### config.mk
export PLATFORM = sky130hd
export DESIGN_NAME = rvCore
export DESIGN_NICKNAME = d
export VERILOG_FILES = /design/src/logic/rvCorePkg.sv /design/src/logic/frontEnd.sv /design/src/logic/executeStage.sv /design/src/logic/mulStage.sv /design/src/logic/writebackStage.sv /design/src/logic/rvCore.sv
export SDC_FILE = /design/constraint.sdc
export NUM_CORES = 2
export LEC_CHECK = 0
export ABC_AREA = 1
export CAP_MARGIN = 20
export CELL_PAD_IN_SITES_DETAIL_PLACEMENT = 0
export CELL_PAD_IN_SITES_GLOBAL_PLACEMENT = 1
export CORE_MARGIN = 2
export CORE_UTILIZATION = 49
export CTS_CLUSTER_DIAMETER = 200
export DETAILED_ROUTE_END_ITERATION = 16
export DONT_BUFFER_PORTS = 1
export PLACE_DENSITY = 0.84
export REMOVE_ABC_BUFFERS = 1
export SKIP_CTS_REPAIR_TIMING = 1
export SLEW_MARGIN = 20
export SYNTH_ARGS = -nofsm -noshare
export SYNTH_HDL_FRONTEND = slang
export SYNTH_SLANG_ARGS = --single-unit
### constraint.sdc
create_clock -name clk -period 30 [get_ports clk]
set_input_delay 3 -clock clk [delete_from_list [all_inputs] [get_ports clk]]
set_output_delay 3 -clock clk [all_outputs]
set_load 0.01 [all_outputs]
### src/logic/rvCorePkg.sv
/*
 * Shared types and constants of the RV32 pipelined core.
 * Only word access, the kept ALU operations, BEQ, BNE, JAL and MUL are encoded.
 * MulStages must stay equal to the E-to-W distance (2).
 */
`default_nettype none

package rvCorePkg;

	typedef logic [31:0] wordT;
	typedef logic [31:0] instrT;
	typedef logic [4:0]  regIdxT;

	typedef enum logic [2:0] {
		AluAdd, AluSub, AluAnd, AluOr, AluXor, AluSlt, AluPassB
	} aluOpT;

	typedef enum logic [1:0] {
		ResAlu, ResMem, ResMul
	} resultSelT;

	// Decoded control, all zero for a bubble
	typedef struct packed {
		aluOpT     aluOp;
		logic      immSrc;
		logic      link;
		logic      memRead;
		logic      memWrite;
		logic      regWrite;
		logic      isMul;
		resultSelT resultSel;
	} ctrlT;

	typedef struct packed {
		logic   valid;
		ctrlT   ctrl;
		wordT   pc;
		wordT   rd1;
		wordT   rd2;
		wordT   imm;
		regIdxT rs1;
		regIdxT rs2;
		regIdxT rd;
	} deStageT;

	typedef struct packed {
		ctrlT   ctrl;
		wordT   aluOut;
		wordT   storeData;
		regIdxT rd;
	} emStageT;

	// Multiplier consumes its low bits first
	typedef struct packed {
		logic   valid;
		regIdxT rd;
		wordT   multiplicand;
		wordT   multiplier;
		wordT   acc;
	} mulStageT;

	// Register write request, also used for the M-stage forward
	typedef struct packed {
		logic   en;
		regIdxT rd;
		wordT   data;
	} wbT;

	// What decode needs from the instruction in E
	typedef struct packed {
		regIdxT rd;
		logic   regWrite;
		logic   memRead;
		logic   isMul;
	} exHazT;

	localparam int MulStages = 2;
	localparam int MulSlice  = 32 / MulStages;

	localparam logic [6:0] OpRType  = 7'b0110011;
	localparam logic [6:0] OpIType  = 7'b0010011;
	localparam logic [6:0] OpLoad   = 7'b0000011;
	localparam logic [6:0] OpStore  = 7'b0100011;
	localparam logic [6:0] OpBranch = 7'b1100011;
	localparam logic [6:0] OpJal    = 7'b1101111;
	localparam logic [6:0] OpLui    = 7'b0110111;

	localparam logic [2:0] Funct3AddSub = 3'b000;
	localparam logic [2:0] Funct3Slt    = 3'b010;
	localparam logic [2:0] Funct3Xor    = 3'b100;
	localparam logic [2:0] Funct3Or     = 3'b110;
	localparam logic [2:0] Funct3And    = 3'b111;
	localparam logic [2:0] Funct3Beq    = 3'b000;
	localparam logic [2:0] Funct3Bne    = 3'b001;
	localparam logic [2:0] Funct3Word   = 3'b010;

	localparam logic [6:0] Funct7Sub = 7'b0100000;
	localparam logic [6:0] Funct7Mul = 7'b0000001;

endpackage

`default_nettype wire

### src/logic/frontEnd.sv
/*
 * Fetch and decode: PC, F/D register, register file, control decode.
 * BEQ, BNE and JAL resolve here; one wrong-path fetch becomes a bubble.
 * Register file is write-first, x0 reads as zero.
 */
`timescale 1ns/10ps
`default_nettype none

module frontEnd import rvCorePkg::*; (
	input  wire           clk,
	input  wire           rstN,
	input  wire instrT    instr,
	output wordT          pc,
	input  wire wbT       wb,
	input  wire wbT       mFwd,
	input  wire exHazT    exHazard,
	input  wire mulStageT mulBusy,
	output deStageT       deOut
);

	logic   fdValid;
	wordT   fdPc;
	instrT  fdInstr;
	wordT   rf [32];
	regIdxT rs1, rs2, rd;
	ctrlT   ctrl;
	wordT   imm, rd1, rd2, cmpA, cmpB, immB, immJ;
	logic   isBranch, isJal, usesRs1, usesRs2;
	logic   stall, redirect;

	function automatic logic readsReg(regIdxT r);
		return (r != '0) && ((usesRs1 && rs1 == r) || (usesRs2 && rs2 == r));
	endfunction

	////////////////////////////////////////////////////////////
	// Fetch
	////////////////////////////////////////////////////////////
	always_ff @(posedge clk or negedge rstN) begin
		if (!rstN) begin
			pc <= '0;
			fdValid <= 1'b0;
		end else if (redirect) begin
			pc <= fdPc + (isJal ? immJ : immB);
			fdValid <= 1'b0;
		end else if (!stall) begin
			pc <= pc + 32'd4;
			fdValid <= 1'b1;
		end
	end

	always_ff @(posedge clk) begin
		if (!stall) begin
			fdPc <= pc;
			fdInstr <= instr;
		end
	end

	////////////////////////////////////////////////////////////
	// Decode
	////////////////////////////////////////////////////////////
	assign rs1 = fdInstr[19:15];
	assign rs2 = fdInstr[24:20];
	assign rd  = fdInstr[11:7];
	assign immB = {{19{fdInstr[31]}}, fdInstr[31], fdInstr[7], fdInstr[30:25],
		fdInstr[11:8], 1'b0};
	assign immJ = {{11{fdInstr[31]}}, fdInstr[31], fdInstr[19:12], fdInstr[20],
		fdInstr[30:21], 1'b0};

	always_comb begin
		ctrl = '0;
		imm = {{20{fdInstr[31]}}, fdInstr[31:20]};
		isBranch = 1'b0;
		isJal = 1'b0;
		usesRs1 = 1'b0;
		usesRs2 = 1'b0;
		case (fdInstr[6:0])
			OpRType: begin
				usesRs1 = 1'b1;
				usesRs2 = 1'b1;
				ctrl.regWrite = 1'b1;
				if (fdInstr[31:25] == Funct7Mul) begin
					ctrl.isMul = 1'b1;
					ctrl.resultSel = ResMul;
				end else begin
					case (fdInstr[14:12])
						Funct3AddSub: ctrl.aluOp = (fdInstr[31:25] == Funct7Sub) ? AluSub : AluAdd;
						Funct3Slt:    ctrl.aluOp = AluSlt;
						Funct3Xor:    ctrl.aluOp = AluXor;
						Funct3Or:     ctrl.aluOp = AluOr;
						Funct3And:    ctrl.aluOp = AluAnd;
						default:      ctrl.regWrite = 1'b0;
					endcase
				end
			end
			OpIType: begin
				usesRs1 = 1'b1;
				ctrl.immSrc = 1'b1;
				ctrl.regWrite = (fdInstr[14:12] == Funct3AddSub);
			end
			OpLoad: begin
				usesRs1 = 1'b1;
				ctrl.immSrc = 1'b1;
				ctrl.memRead = (fdInstr[14:12] == Funct3Word);
				ctrl.regWrite = ctrl.memRead;
				ctrl.resultSel = ResMem;
			end
			OpStore: begin
				usesRs1 = 1'b1;
				usesRs2 = 1'b1;
				ctrl.immSrc = 1'b1;
				ctrl.memWrite = (fdInstr[14:12] == Funct3Word);
				imm = {{20{fdInstr[31]}}, fdInstr[31:25], fdInstr[11:7]};
			end
			OpBranch: begin
				usesRs1 = 1'b1;
				usesRs2 = 1'b1;
				isBranch = 1'b1;
				imm = immB;
			end
			OpJal: begin
				// Link value PC+4 is formed by the ALU in E
				isJal = 1'b1;
				ctrl.link = 1'b1;
				ctrl.immSrc = 1'b1;
				ctrl.regWrite = 1'b1;
				imm = 32'd4;
			end
			OpLui: begin
				ctrl.immSrc = 1'b1;
				ctrl.regWrite = 1'b1;
				ctrl.aluOp = AluPassB;
				imm = {fdInstr[31:12], 12'b0};
			end
			default: ;
		endcase
		// Writes to x0 are dropped here so nothing downstream forwards them
		if (rd == '0) begin
			ctrl.regWrite = 1'b0;
		end
		if (!fdValid) begin
			ctrl = '0;
		end
	end

	// Register file, written at the end of W
	always_ff @(posedge clk) begin
		if (wb.en) begin
			rf[wb.rd] <= wb.data;
		end
	end

	assign rd1 = (rs1 == '0) ? '0 : (wb.en && wb.rd == rs1) ? wb.data : rf[rs1];
	assign rd2 = (rs2 == '0) ? '0 : (wb.en && wb.rd == rs2) ? wb.data : rf[rs2];

	// Branch operands also see the result sitting in M
	assign cmpA = (mFwd.en && mFwd.rd == rs1) ? mFwd.data : rd1;
	assign cmpB = (mFwd.en && mFwd.rd == rs2) ? mFwd.data : rd2;

	////////////////////////////////////////////////////////////
	// Hazards and redirect
	////////////////////////////////////////////////////////////
	always_comb begin
		stall = 1'b0;
		if (exHazard.memRead && readsReg(exHazard.rd)) begin
			stall = 1'b1;
		end
		// MUL result exists only once it reaches W
		if (exHazard.isMul && readsReg(exHazard.rd)) begin
			stall = 1'b1;
		end
		if (mulBusy.valid && readsReg(mulBusy.rd)) begin
			stall = 1'b1;
		end
		// Branch compare cannot wait for an ALU result still in E
		if (isBranch && exHazard.regWrite && readsReg(exHazard.rd)) begin
			stall = 1'b1;
		end
		stall = stall && fdValid;
	end

	assign redirect = fdValid && !stall && (isJal || (isBranch &&
		((fdInstr[14:12] == Funct3Beq && cmpA == cmpB) ||
		(fdInstr[14:12] == Funct3Bne && cmpA != cmpB))));

	assign deOut = '{valid: fdValid && !stall, ctrl: stall ? '0 : ctrl, pc: fdPc,
		rd1: rd1, rd2: rd2, imm: imm, rs1: rs1, rs2: rs2, rd: rd};

endmodule

`default_nettype wire

### src/logic/executeStage.sv
/*
 * D/E register, operand forwarding, ALU and E/M register.
 * Forward priority is M first, then W, then the register file value.
 * A MUL result is never forwarded from M; decode stalls on it instead.
 */
`timescale 1ns/10ps
`default_nettype none

module executeStage import rvCorePkg::*; (
	input  wire          clk,
	input  wire          rstN,
	input  wire deStageT deIn,
	input  wire wbT      wb,
	input  wire wordT    memData,
	output emStageT      emOut,
	output mulStageT     mulOut,
	output wbT           mFwd,
	output exHazT        exHazard,
	output logic         memRead,
	output logic         memWrite,
	output wordT         rwAddress,
	output wordT         writeData
);

	deStageT deQ;
	emStageT emQ;
	wordT    fwdA, fwdB, srcA, srcB, aluOut;

	always_ff @(posedge clk or negedge rstN) begin
		if (!rstN) begin
			deQ <= '0;
		end else begin
			deQ <= deIn;
		end
	end

	////////////////////////////////////////////////////////////
	// Forwarding
	////////////////////////////////////////////////////////////
	// Load data in M comes straight from the async memory
	assign mFwd.en = emQ.ctrl.regWrite && (emQ.ctrl.resultSel != ResMul);
	assign mFwd.rd = emQ.rd;
	assign mFwd.data = (emQ.ctrl.resultSel == ResMem) ? memData : emQ.aluOut;

	assign fwdA = (mFwd.en && mFwd.rd == deQ.rs1) ? mFwd.data :
		(wb.en && wb.rd == deQ.rs1) ? wb.data : deQ.rd1;
	assign fwdB = (mFwd.en && mFwd.rd == deQ.rs2) ? mFwd.data :
		(wb.en && wb.rd == deQ.rs2) ? wb.data : deQ.rd2;

	////////////////////////////////////////////////////////////
	// ALU
	////////////////////////////////////////////////////////////
	assign srcA = deQ.ctrl.link ? deQ.pc : fwdA;
	assign srcB = deQ.ctrl.immSrc ? deQ.imm : fwdB;

	always_comb begin
		case (deQ.ctrl.aluOp)
			AluAdd:   aluOut = srcA + srcB;
			AluSub:   aluOut = srcA - srcB;
			AluAnd:   aluOut = srcA & srcB;
			AluOr:    aluOut = srcA | srcB;
			AluXor:   aluOut = srcA ^ srcB;
			AluSlt:   aluOut = {31'b0, $signed(srcA) < $signed(srcB)};
			AluPassB: aluOut = srcB;
			default:  aluOut = '0;
		endcase
	end

	// First multiplier stage starts from an empty accumulator
	assign mulOut.valid = deQ.valid && deQ.ctrl.isMul;
	assign mulOut.rd = deQ.rd;
	assign mulOut.multiplicand = fwdA;
	assign mulOut.multiplier = fwdB;
	assign mulOut.acc = '0;

	always_ff @(posedge clk or negedge rstN) begin
		if (!rstN) begin
			emQ <= '0;
		end else begin
			emQ.ctrl <= deQ.valid ? deQ.ctrl : '0;
			emQ.aluOut <= aluOut;
			emQ.storeData <= fwdB;
			emQ.rd <= deQ.rd;
		end
	end

	assign exHazard.rd = deQ.rd;
	assign exHazard.regWrite = deQ.ctrl.regWrite;
	assign exHazard.memRead = deQ.ctrl.memRead;
	assign exHazard.isMul = deQ.ctrl.isMul;

	// M-stage memory port
	assign emOut = emQ;
	assign memRead = emQ.ctrl.memRead;
	assign memWrite = emQ.ctrl.memWrite;
	assign rwAddress = emQ.aluOut;
	assign writeData = emQ.storeData;

endmodule

`default_nettype wire

### src/logic/mulStage.sv
/*
 * One shift-add stage of the MUL chain, MulSlice multiplier bits per stage.
 * Only the low 32 bits of the product are kept.
 */
`timescale 1ns/10ps
`default_nettype none

module mulStage import rvCorePkg::*; (
	input  wire           clk,
	input  wire           rstN,
	input  wire mulStageT in,
	output mulStageT      out
);

	wordT partial;

	// Add shifted multiplicand for each set bit of this slice
	always_comb begin
		partial = in.acc;
		for (int i = 0; i < MulSlice; i++) begin
			if (in.multiplier[i]) begin
				partial = partial + (in.multiplicand << i);
			end
		end
	end

	always_ff @(posedge clk or negedge rstN) begin
		if (!rstN) begin
			out <= '0;
		end else begin
			out.valid <= in.valid;
			out.rd <= in.rd;
			out.multiplicand <= in.multiplicand << MulSlice;
			out.multiplier <= in.multiplier >> MulSlice;
			out.acc <= partial;
		end
	end

endmodule

`default_nettype wire

### src/logic/writebackStage.sv
/*
 * M/W register and result select toward the register file.
 * The MUL product arrives from the last multiplier stage in the same cycle.
 */
`timescale 1ns/10ps
`default_nettype none

module writebackStage import rvCorePkg::*; (
	input  wire           clk,
	input  wire           rstN,
	input  wire emStageT  emIn,
	input  wire wordT     memData,
	input  wire mulStageT mulIn,
	output wbT            wb
);

	emStageT mwQ;
	wordT    loadQ;
	logic    isMulRes;

	always_ff @(posedge clk or negedge rstN) begin
		if (!rstN) begin
			mwQ <= '0;
		end else begin
			mwQ <= emIn;
		end
	end

	// Loaded word, only meaningful when the load was in M
	always_ff @(posedge clk) begin
		loadQ <= memData;
	end

	assign isMulRes = (mwQ.ctrl.resultSel == ResMul);

	always_comb begin
		case (mwQ.ctrl.resultSel)
			ResMem:  wb.data = loadQ;
			ResMul:  wb.data = mulIn.acc;
			default: wb.data = mwQ.aluOut;
		endcase
	end

	assign wb.en = mwQ.ctrl.regWrite && (!isMulRes || mulIn.valid);
	assign wb.rd = isMulRes ? mulIn.rd : mwQ.rd;

endmodule

`default_nettype wire

### src/logic/rvCore.sv
/*
 * Five-stage RV32 core with a two-stage MUL chain beside M and W.
 * Instruction and data memories must answer combinationally.
 * No stall input; the core never waits on memory.
 */
`timescale 1ns/10ps
`default_nettype none

module rvCore import rvCorePkg::*; (
	input  wire        clk,
	input  wire        rstN,
	input  wire instrT InstrData,
	input  wire wordT  MemData,
	output wordT       PC,
	output logic       MemRead,
	output logic       MemWrite,
	output wordT       RWAddress,
	output wordT       WriteData
);

	deStageT  deBus;
	emStageT  emBus;
	wbT       wbBus;
	wbT       mFwd;
	exHazT    exHaz;
	// Entry n feeds multiplier stage n, last entry is at W
	mulStageT mulChain [MulStages+1];

	frontEnd i_frontEnd (
		.clk      (clk),
		.rstN     (rstN),
		.instr    (InstrData),
		.pc       (PC),
		.wb       (wbBus),
		.mFwd     (mFwd),
		.exHazard (exHaz),
		.mulBusy  (mulChain[1]),
		.deOut    (deBus)
	);

	executeStage i_executeStage (
		.clk        (clk),
		.rstN       (rstN),
		.deIn       (deBus),
		.wb         (wbBus),
		.memData    (MemData),
		.emOut      (emBus),
		.mulOut     (mulChain[0]),
		.mFwd       (mFwd),
		.exHazard   (exHaz),
		.memRead    (MemRead),
		.memWrite   (MemWrite),
		.rwAddress  (RWAddress),
		.writeData  (WriteData)
	);

	for (genvar n = 0; n < MulStages; n++) begin : g_mul
		mulStage i_mulStage (
			.clk  (clk),
			.rstN (rstN),
			.in   (mulChain[n]),
			.out  (mulChain[n+1])
		);
	end

	writebackStage i_writebackStage (
		.clk     (clk),
		.rstN    (rstN),
		.emIn    (emBus),
		.memData (MemData),
		.mulIn   (mulChain[MulStages]),
		.wb      (wbBus)
	);

endmodule

`default_nettype wire

---- Word-level counts from Yosys, hierarchy flattened ----
Memory sizes are Yosys's and may differ from the RTL's. A register that Yosys moved wholly into a read port is not among the register bits.
Index checks and enable logic that the tools add are counted.
operators by class
  add/sub/neg operators ................... 35
  $mul .................................... 0
  div/mod/pow operators ................... 0
  magnitude comparators ................... 1
  eq/ne operators ......................... 39
  shift operators ......................... 0
  muxes and demuxes ....................... 82
  bitwise gates (word level) .............. 3
  reduce and logical (&&, ||, !) cells .... 47
operator list
  operator                 number
  $mux W32                 47
  $add A32 B32 Y32         33
  $pmux W32 S7             1
  $pmux W32 S4             1
  $pmux W32 S2             1
  $eq A5 B5 Y1             12
  $add A32 B3 Y32 const B  1
  $and A32 B32 Y32         1
  $eq A32 B32 Y1           1
  $lt A32 B32 Y1           1
  $ne A32 B32 Y1           1
  $or A32 B32 Y32          1
  $sub A32 B32 Y32         1
  $xor A32 B32 Y32         1
  $eq A7 B6 Y1 const B     4
  $logic_and A1 B1 Y1      28
  $mux W11                 2
  $mux W1                  20
  $mux W20                 1
  $eq A3 B3 Y1 const B     6
  $logic_not A5 Y1         3
  $pmux W3 S5              1
  $reduce_or A5 Y1         3
  $eq A7 B7 Y1 const B     2
  20 further kinds         34
storage, ports and cells
  register bits after elaboration ......... 496
  bits in latches ......................... 0
  bits in writable memories ............... 1024
  ROM bits ................................ 0
  input bits .............................. 66
  logic and storage cells ................. 246
  memories kept ........................... 1
memories
  name           depth  width  rd ports  clocked after memory_dff  wr ports  RTL line        text
  i_frontEnd.rf  32     32     2         2                         1         frontEnd.sv:24  wordT rf [32];

---- Depth between registers and ports, before layout ----
  depth after elaboration ................. 38
  mapped depth ............................ 145

---- Modules after synthesis ----
From an unflattened synthesis, not the netlist that was laid out.
second synthesis, totals
  cells, all modules ...................... 19262
  area total of the unflattened synthesis .. 137144.0 sq um
by module, submodules not included
  module                           instances  cells each  area an instance (sq um)  seq. area each (sq um)
  frontEnd                         1          7434        63563.5                   33697.3
  mulStage at g_mul[0].i_mulStage  1          4552        26925.8                   1751.7
  mulStage at g_mul[1].i_mulStage  1          4566        26893.3                   1751.7
  executeStage                     1          2409        17150.2                   5880.6
  writebackStage                   1          301         2611.3                    1641.6

---- Worst setup path before layout ----
Ideal clock, no wire load.
  path kind ............................... input-to-reg
  start ................................... input MemData[0]
  end ..................................... register g_mul[0].i_mulStage.out[31] (netlist name)
  setup time .............................. 0.118 ns
  arrival ................................. 20.744 ns
  required time ........................... 29.882 ns
  slack ................................... 9.138 ns
  stages on the path ...................... 115
  path buffers ............................ 0
  path through ............................ inv_1 o21ai_0 inv_1 o21ai_0 ha_1 ha_1 nand2_1 o21ai_0 ha_1 inv_1 fa_1 o21ai_0 ha_1 inv_1 fa_1 or2_2 o21ai_0 xor2_1 [79 not listed] nand2_1 nor2_1 a211oi_1 nand2_1 nand2_1 nand3_1 and2_1 ha_1 inv_1 nor3_1 inv_1 nor2_1 a2111oi_0 nand2_1 nand2_1 nand3_1 nand2_1 nand2_1
RTL lines
  what         RTL line        text
  from (decl)  rvCore.sv:13    input wire wordT MemData,
  to (decl)    mulStage.sv:12  output mulStageT out

==> flow_summary.toml <==
[run_status]
status = "finished, violations left"
failed_checks = "max-slew violations"

[detailed_routing]
remaining_drc_errors = 0
first_pass_iters = 8
drtIter0Drc = 11400
num_vias = 90700
antenna_left = 0
wl_per_cell_microns = 24.4
vias_per_cell = 6.13
drt_wl_total_microns = 361000

[worst_setup_path]
cp_common_cell = "nand2_1"
worst-path-stages = 117
critical_path_buf_inv_count = 10
crit_path_end_kind = "register"
max_stage_delay_ns = 0.60
crit_family = "compound AO/OA/AOI/OAI gates"
start_kind = "input pin"
reg2reg_depth = 120
critPathSlowestCell = "inv_2"
path_class = "input pin to register"
crit_required_ns = 30.73
worstPathArrival_ns = 23.39
cp_max_fo = 18

[global_routing]
grt_pass1_vias = 85200
antenna_found_initial = 35
grt_overflow = 0
grtUsageTotal_pct = 33.7
grt_first_pass_wirelength_microns = 535000
grt_start_max_net_pins = 385

[synth]
synth_top_area_share_pct = 32.5
ys_types = 70
yosys_warnings = 0
synth_area_leader_cell = "edfxtp_1"
avgSynthCellArea_sq_um = 8.19
synthArstFlopShare_pct = 25.4
yosysSeqAreaShare_pct = 42.9
netlist_area_sq_um = 101000
synth-main-ff-cell = "edfxtp_1"
synth.area.top_cells = "edfxtp_1 32%, dfrtp_1 9.5%, o21ai_0 8.2%, nand2_1 8.1%, a21oi_1 7.2%"
synthCells = 12300
ys_ff_latch = 1514
synth-edff-count = 1088

[sta]
drv_slew = 231
setup_viol = 0
fmax_mhz = 44.1
max-slew-margin-rel_pct = -45.7
fin_crit_sh_pct = 75.5
rsz0062_at_grt = "no"
clock_skew_ns = 0.0637
min_period_ns = 22.66
hold_viol = 0
tns_ns = 0
tightest_slew_ns = 2.19

[floorplanning]
die_area_sq_um = 209000
initial_core_util_pct = 49.2
die_width_microns = 457
ioPinCount = 164
die_h_microns = 457
core_area_sq_um = 204000
fp-row-count = 166

[place]
dp_hpwl_microns = 229000
place.gp.congestion = 0.953
port_buffers = 0

[cts]
root_buffer = "clkbuf_16"
htreeDepth = 4
clk_latency_ns = 0.86
cts_tree = "yes"
clock_path_buffers = 3
cts_buffers = 168
clkSinkCount = 1514
path_clk_slew_ns = 0.06

[layout]
syn_to_final_growth_pct = 8.07
fill_cells = 18700
drive_above_1_share_pct = 6.12
nets = 12600

[min_path]
holdPathStages = 0
hp-class = "register to register"

[flow_run]
cap_violations = 0
kinds of logic after synthesis:
| family | after synthesis | share of synthesized area [%] |
|---|---|---|
| multiplexers | 20 | 0.208 |
| flip-flops | 1514 | 42.9 |
| AO/OA/AOI/OAI | 3933 | 21.8 |
| adder cells (fa/ha/maj) | 606 | 7.77 |
| XOR/XNOR | 394 | 3.43 |
| AND/OR/NAND/NOR | 3706 | 15.7 |
| buffers and inverters | 2119 | 8.23 |
cells in the mapped netlist (30+ instances only):
cell type and n:
fa_1 31, nand3_1 664, a21oi_1 1445, o31ai_1 54
dfxtp_1 42, o21ai_1 59, o22ai_1 32, nor2_1 517
a31oi_1 38, xnor2_1 166, dfrtp_1 384, nand4_1 67
buf_1 94, clkbuf_1 533, inv_1 1366, edfxtp_1 1088
nand2_2 42, o21ai_0 1657, ha_1 575, buf_4 72
o221ai_1 185, a211oi_1 30, o211ai_1 257, o21bai_1 44
xor2_1 228, nand2_1 2161, nor3_1 66, or2_2 83
final cells by class:
cell class                      instances  area (sq um)  share of cell area, %
Clock buffer                          227          4650                   4.27
Timing Repair Buffer                  181          1620                   1.49
Clock inverter                         86           918                  0.844
Antenna cell                           32          80.1                 0.0736
Sequential cell                      1514         43200                   39.7
Inverter                             1405          5290                   4.86
Multi-Input combinational cell       8659         49700                   45.7
Tap cell                             2688          3360                   3.09
path summary, 6_finish.rpt:
check / startpoint / to / slack (ns)
max: MemData[1] / g_mul[0].i_mulStage.out[31]$_DFF_PN0_ / 7.34
min: g_mul[0].i_mulStage.out[6]$_DFF_PN0_ / g_mul[1].i_mulStage.out[6]$_DFF_PN0_ / 0.35
max reg2reg: i_writebackStage.mwQ[69]$_DFF_PN0_ / g_mul[0].i_mulStage.out[31]$_DFF_PN0_ / 7.64
min reg2reg: g_mul[0].i_mulStage.out[6]$_DFF_PN0_ / g_mul[1].i_mulStage.out[6]$_DFF_PN0_ / 0.35
max in group asynchronous: rstN / i_executeStage.writeData[7]$_DFF_PN0_ / 26.41
min in group asynchronous: rstN / g_mul[1].i_mulStage.out[31]$_DFF_PN0_ / 1.91
placed cells by master, fill, tap and decap left out, types with 63 or more instances in the layout:
master and n:
xor2_1 228, xnor2_1 166, buf_4 160, nor2_1 485
or2_2 83, clkbuf_16 171, inv_1 1356, edfxtp_1 1088
dfrtp_1 384, ha_1 574, nand4_1 67, o21ai_1 68
nand3_1 661, o211ai_1 257, o21ai_0 1626, nor3_1 63
nand2_1 2158, o221ai_1 185, a21oi_1 1445
stage by stage:
step / hold WS [ns] / worst slack, ns / instances / instance area (sq um) / util (%)
floorplan: 0.331 / 8.49 / 11600 / 97600 / -
global placement: 0.333 / 7.00 / 14400 / 103000 / 50.3
detailed placement: 0.336 / 6.78 / 14400 / 103000 / 50.4
CTS: 0.347 / 7.63 / 14800 / 108000 / 53.1
global route: 0.359 / 5.26 / 14800 / 109000 / 53.2
finish: 0.345 / 7.34 / 14800 / 109000 / 53.2
layer usage:
metal  vias to the layer above  track usage (%)  routed length, microns
li1                      42000                -                       -
met5                         -                0                      94
met1                     42900             43.7                  142000
met3                      1047             6.15                   35200
met2                      4813             52.0                  159000
met4                        16             21.1                   24900
registers in the layout, summed over array words and instances (netlist names), 40 cells and up, named ones only:
name	cells
i_writebackStage.mwQ	40
i_frontEnd.rf	1024
i_executeStage.deQ	147
g_mul.i_mulStage.out	88
Power is left out: the tool's default activity adds up to more than one toggle a clock period on the data nets, which glitch-free logic cannot reach.
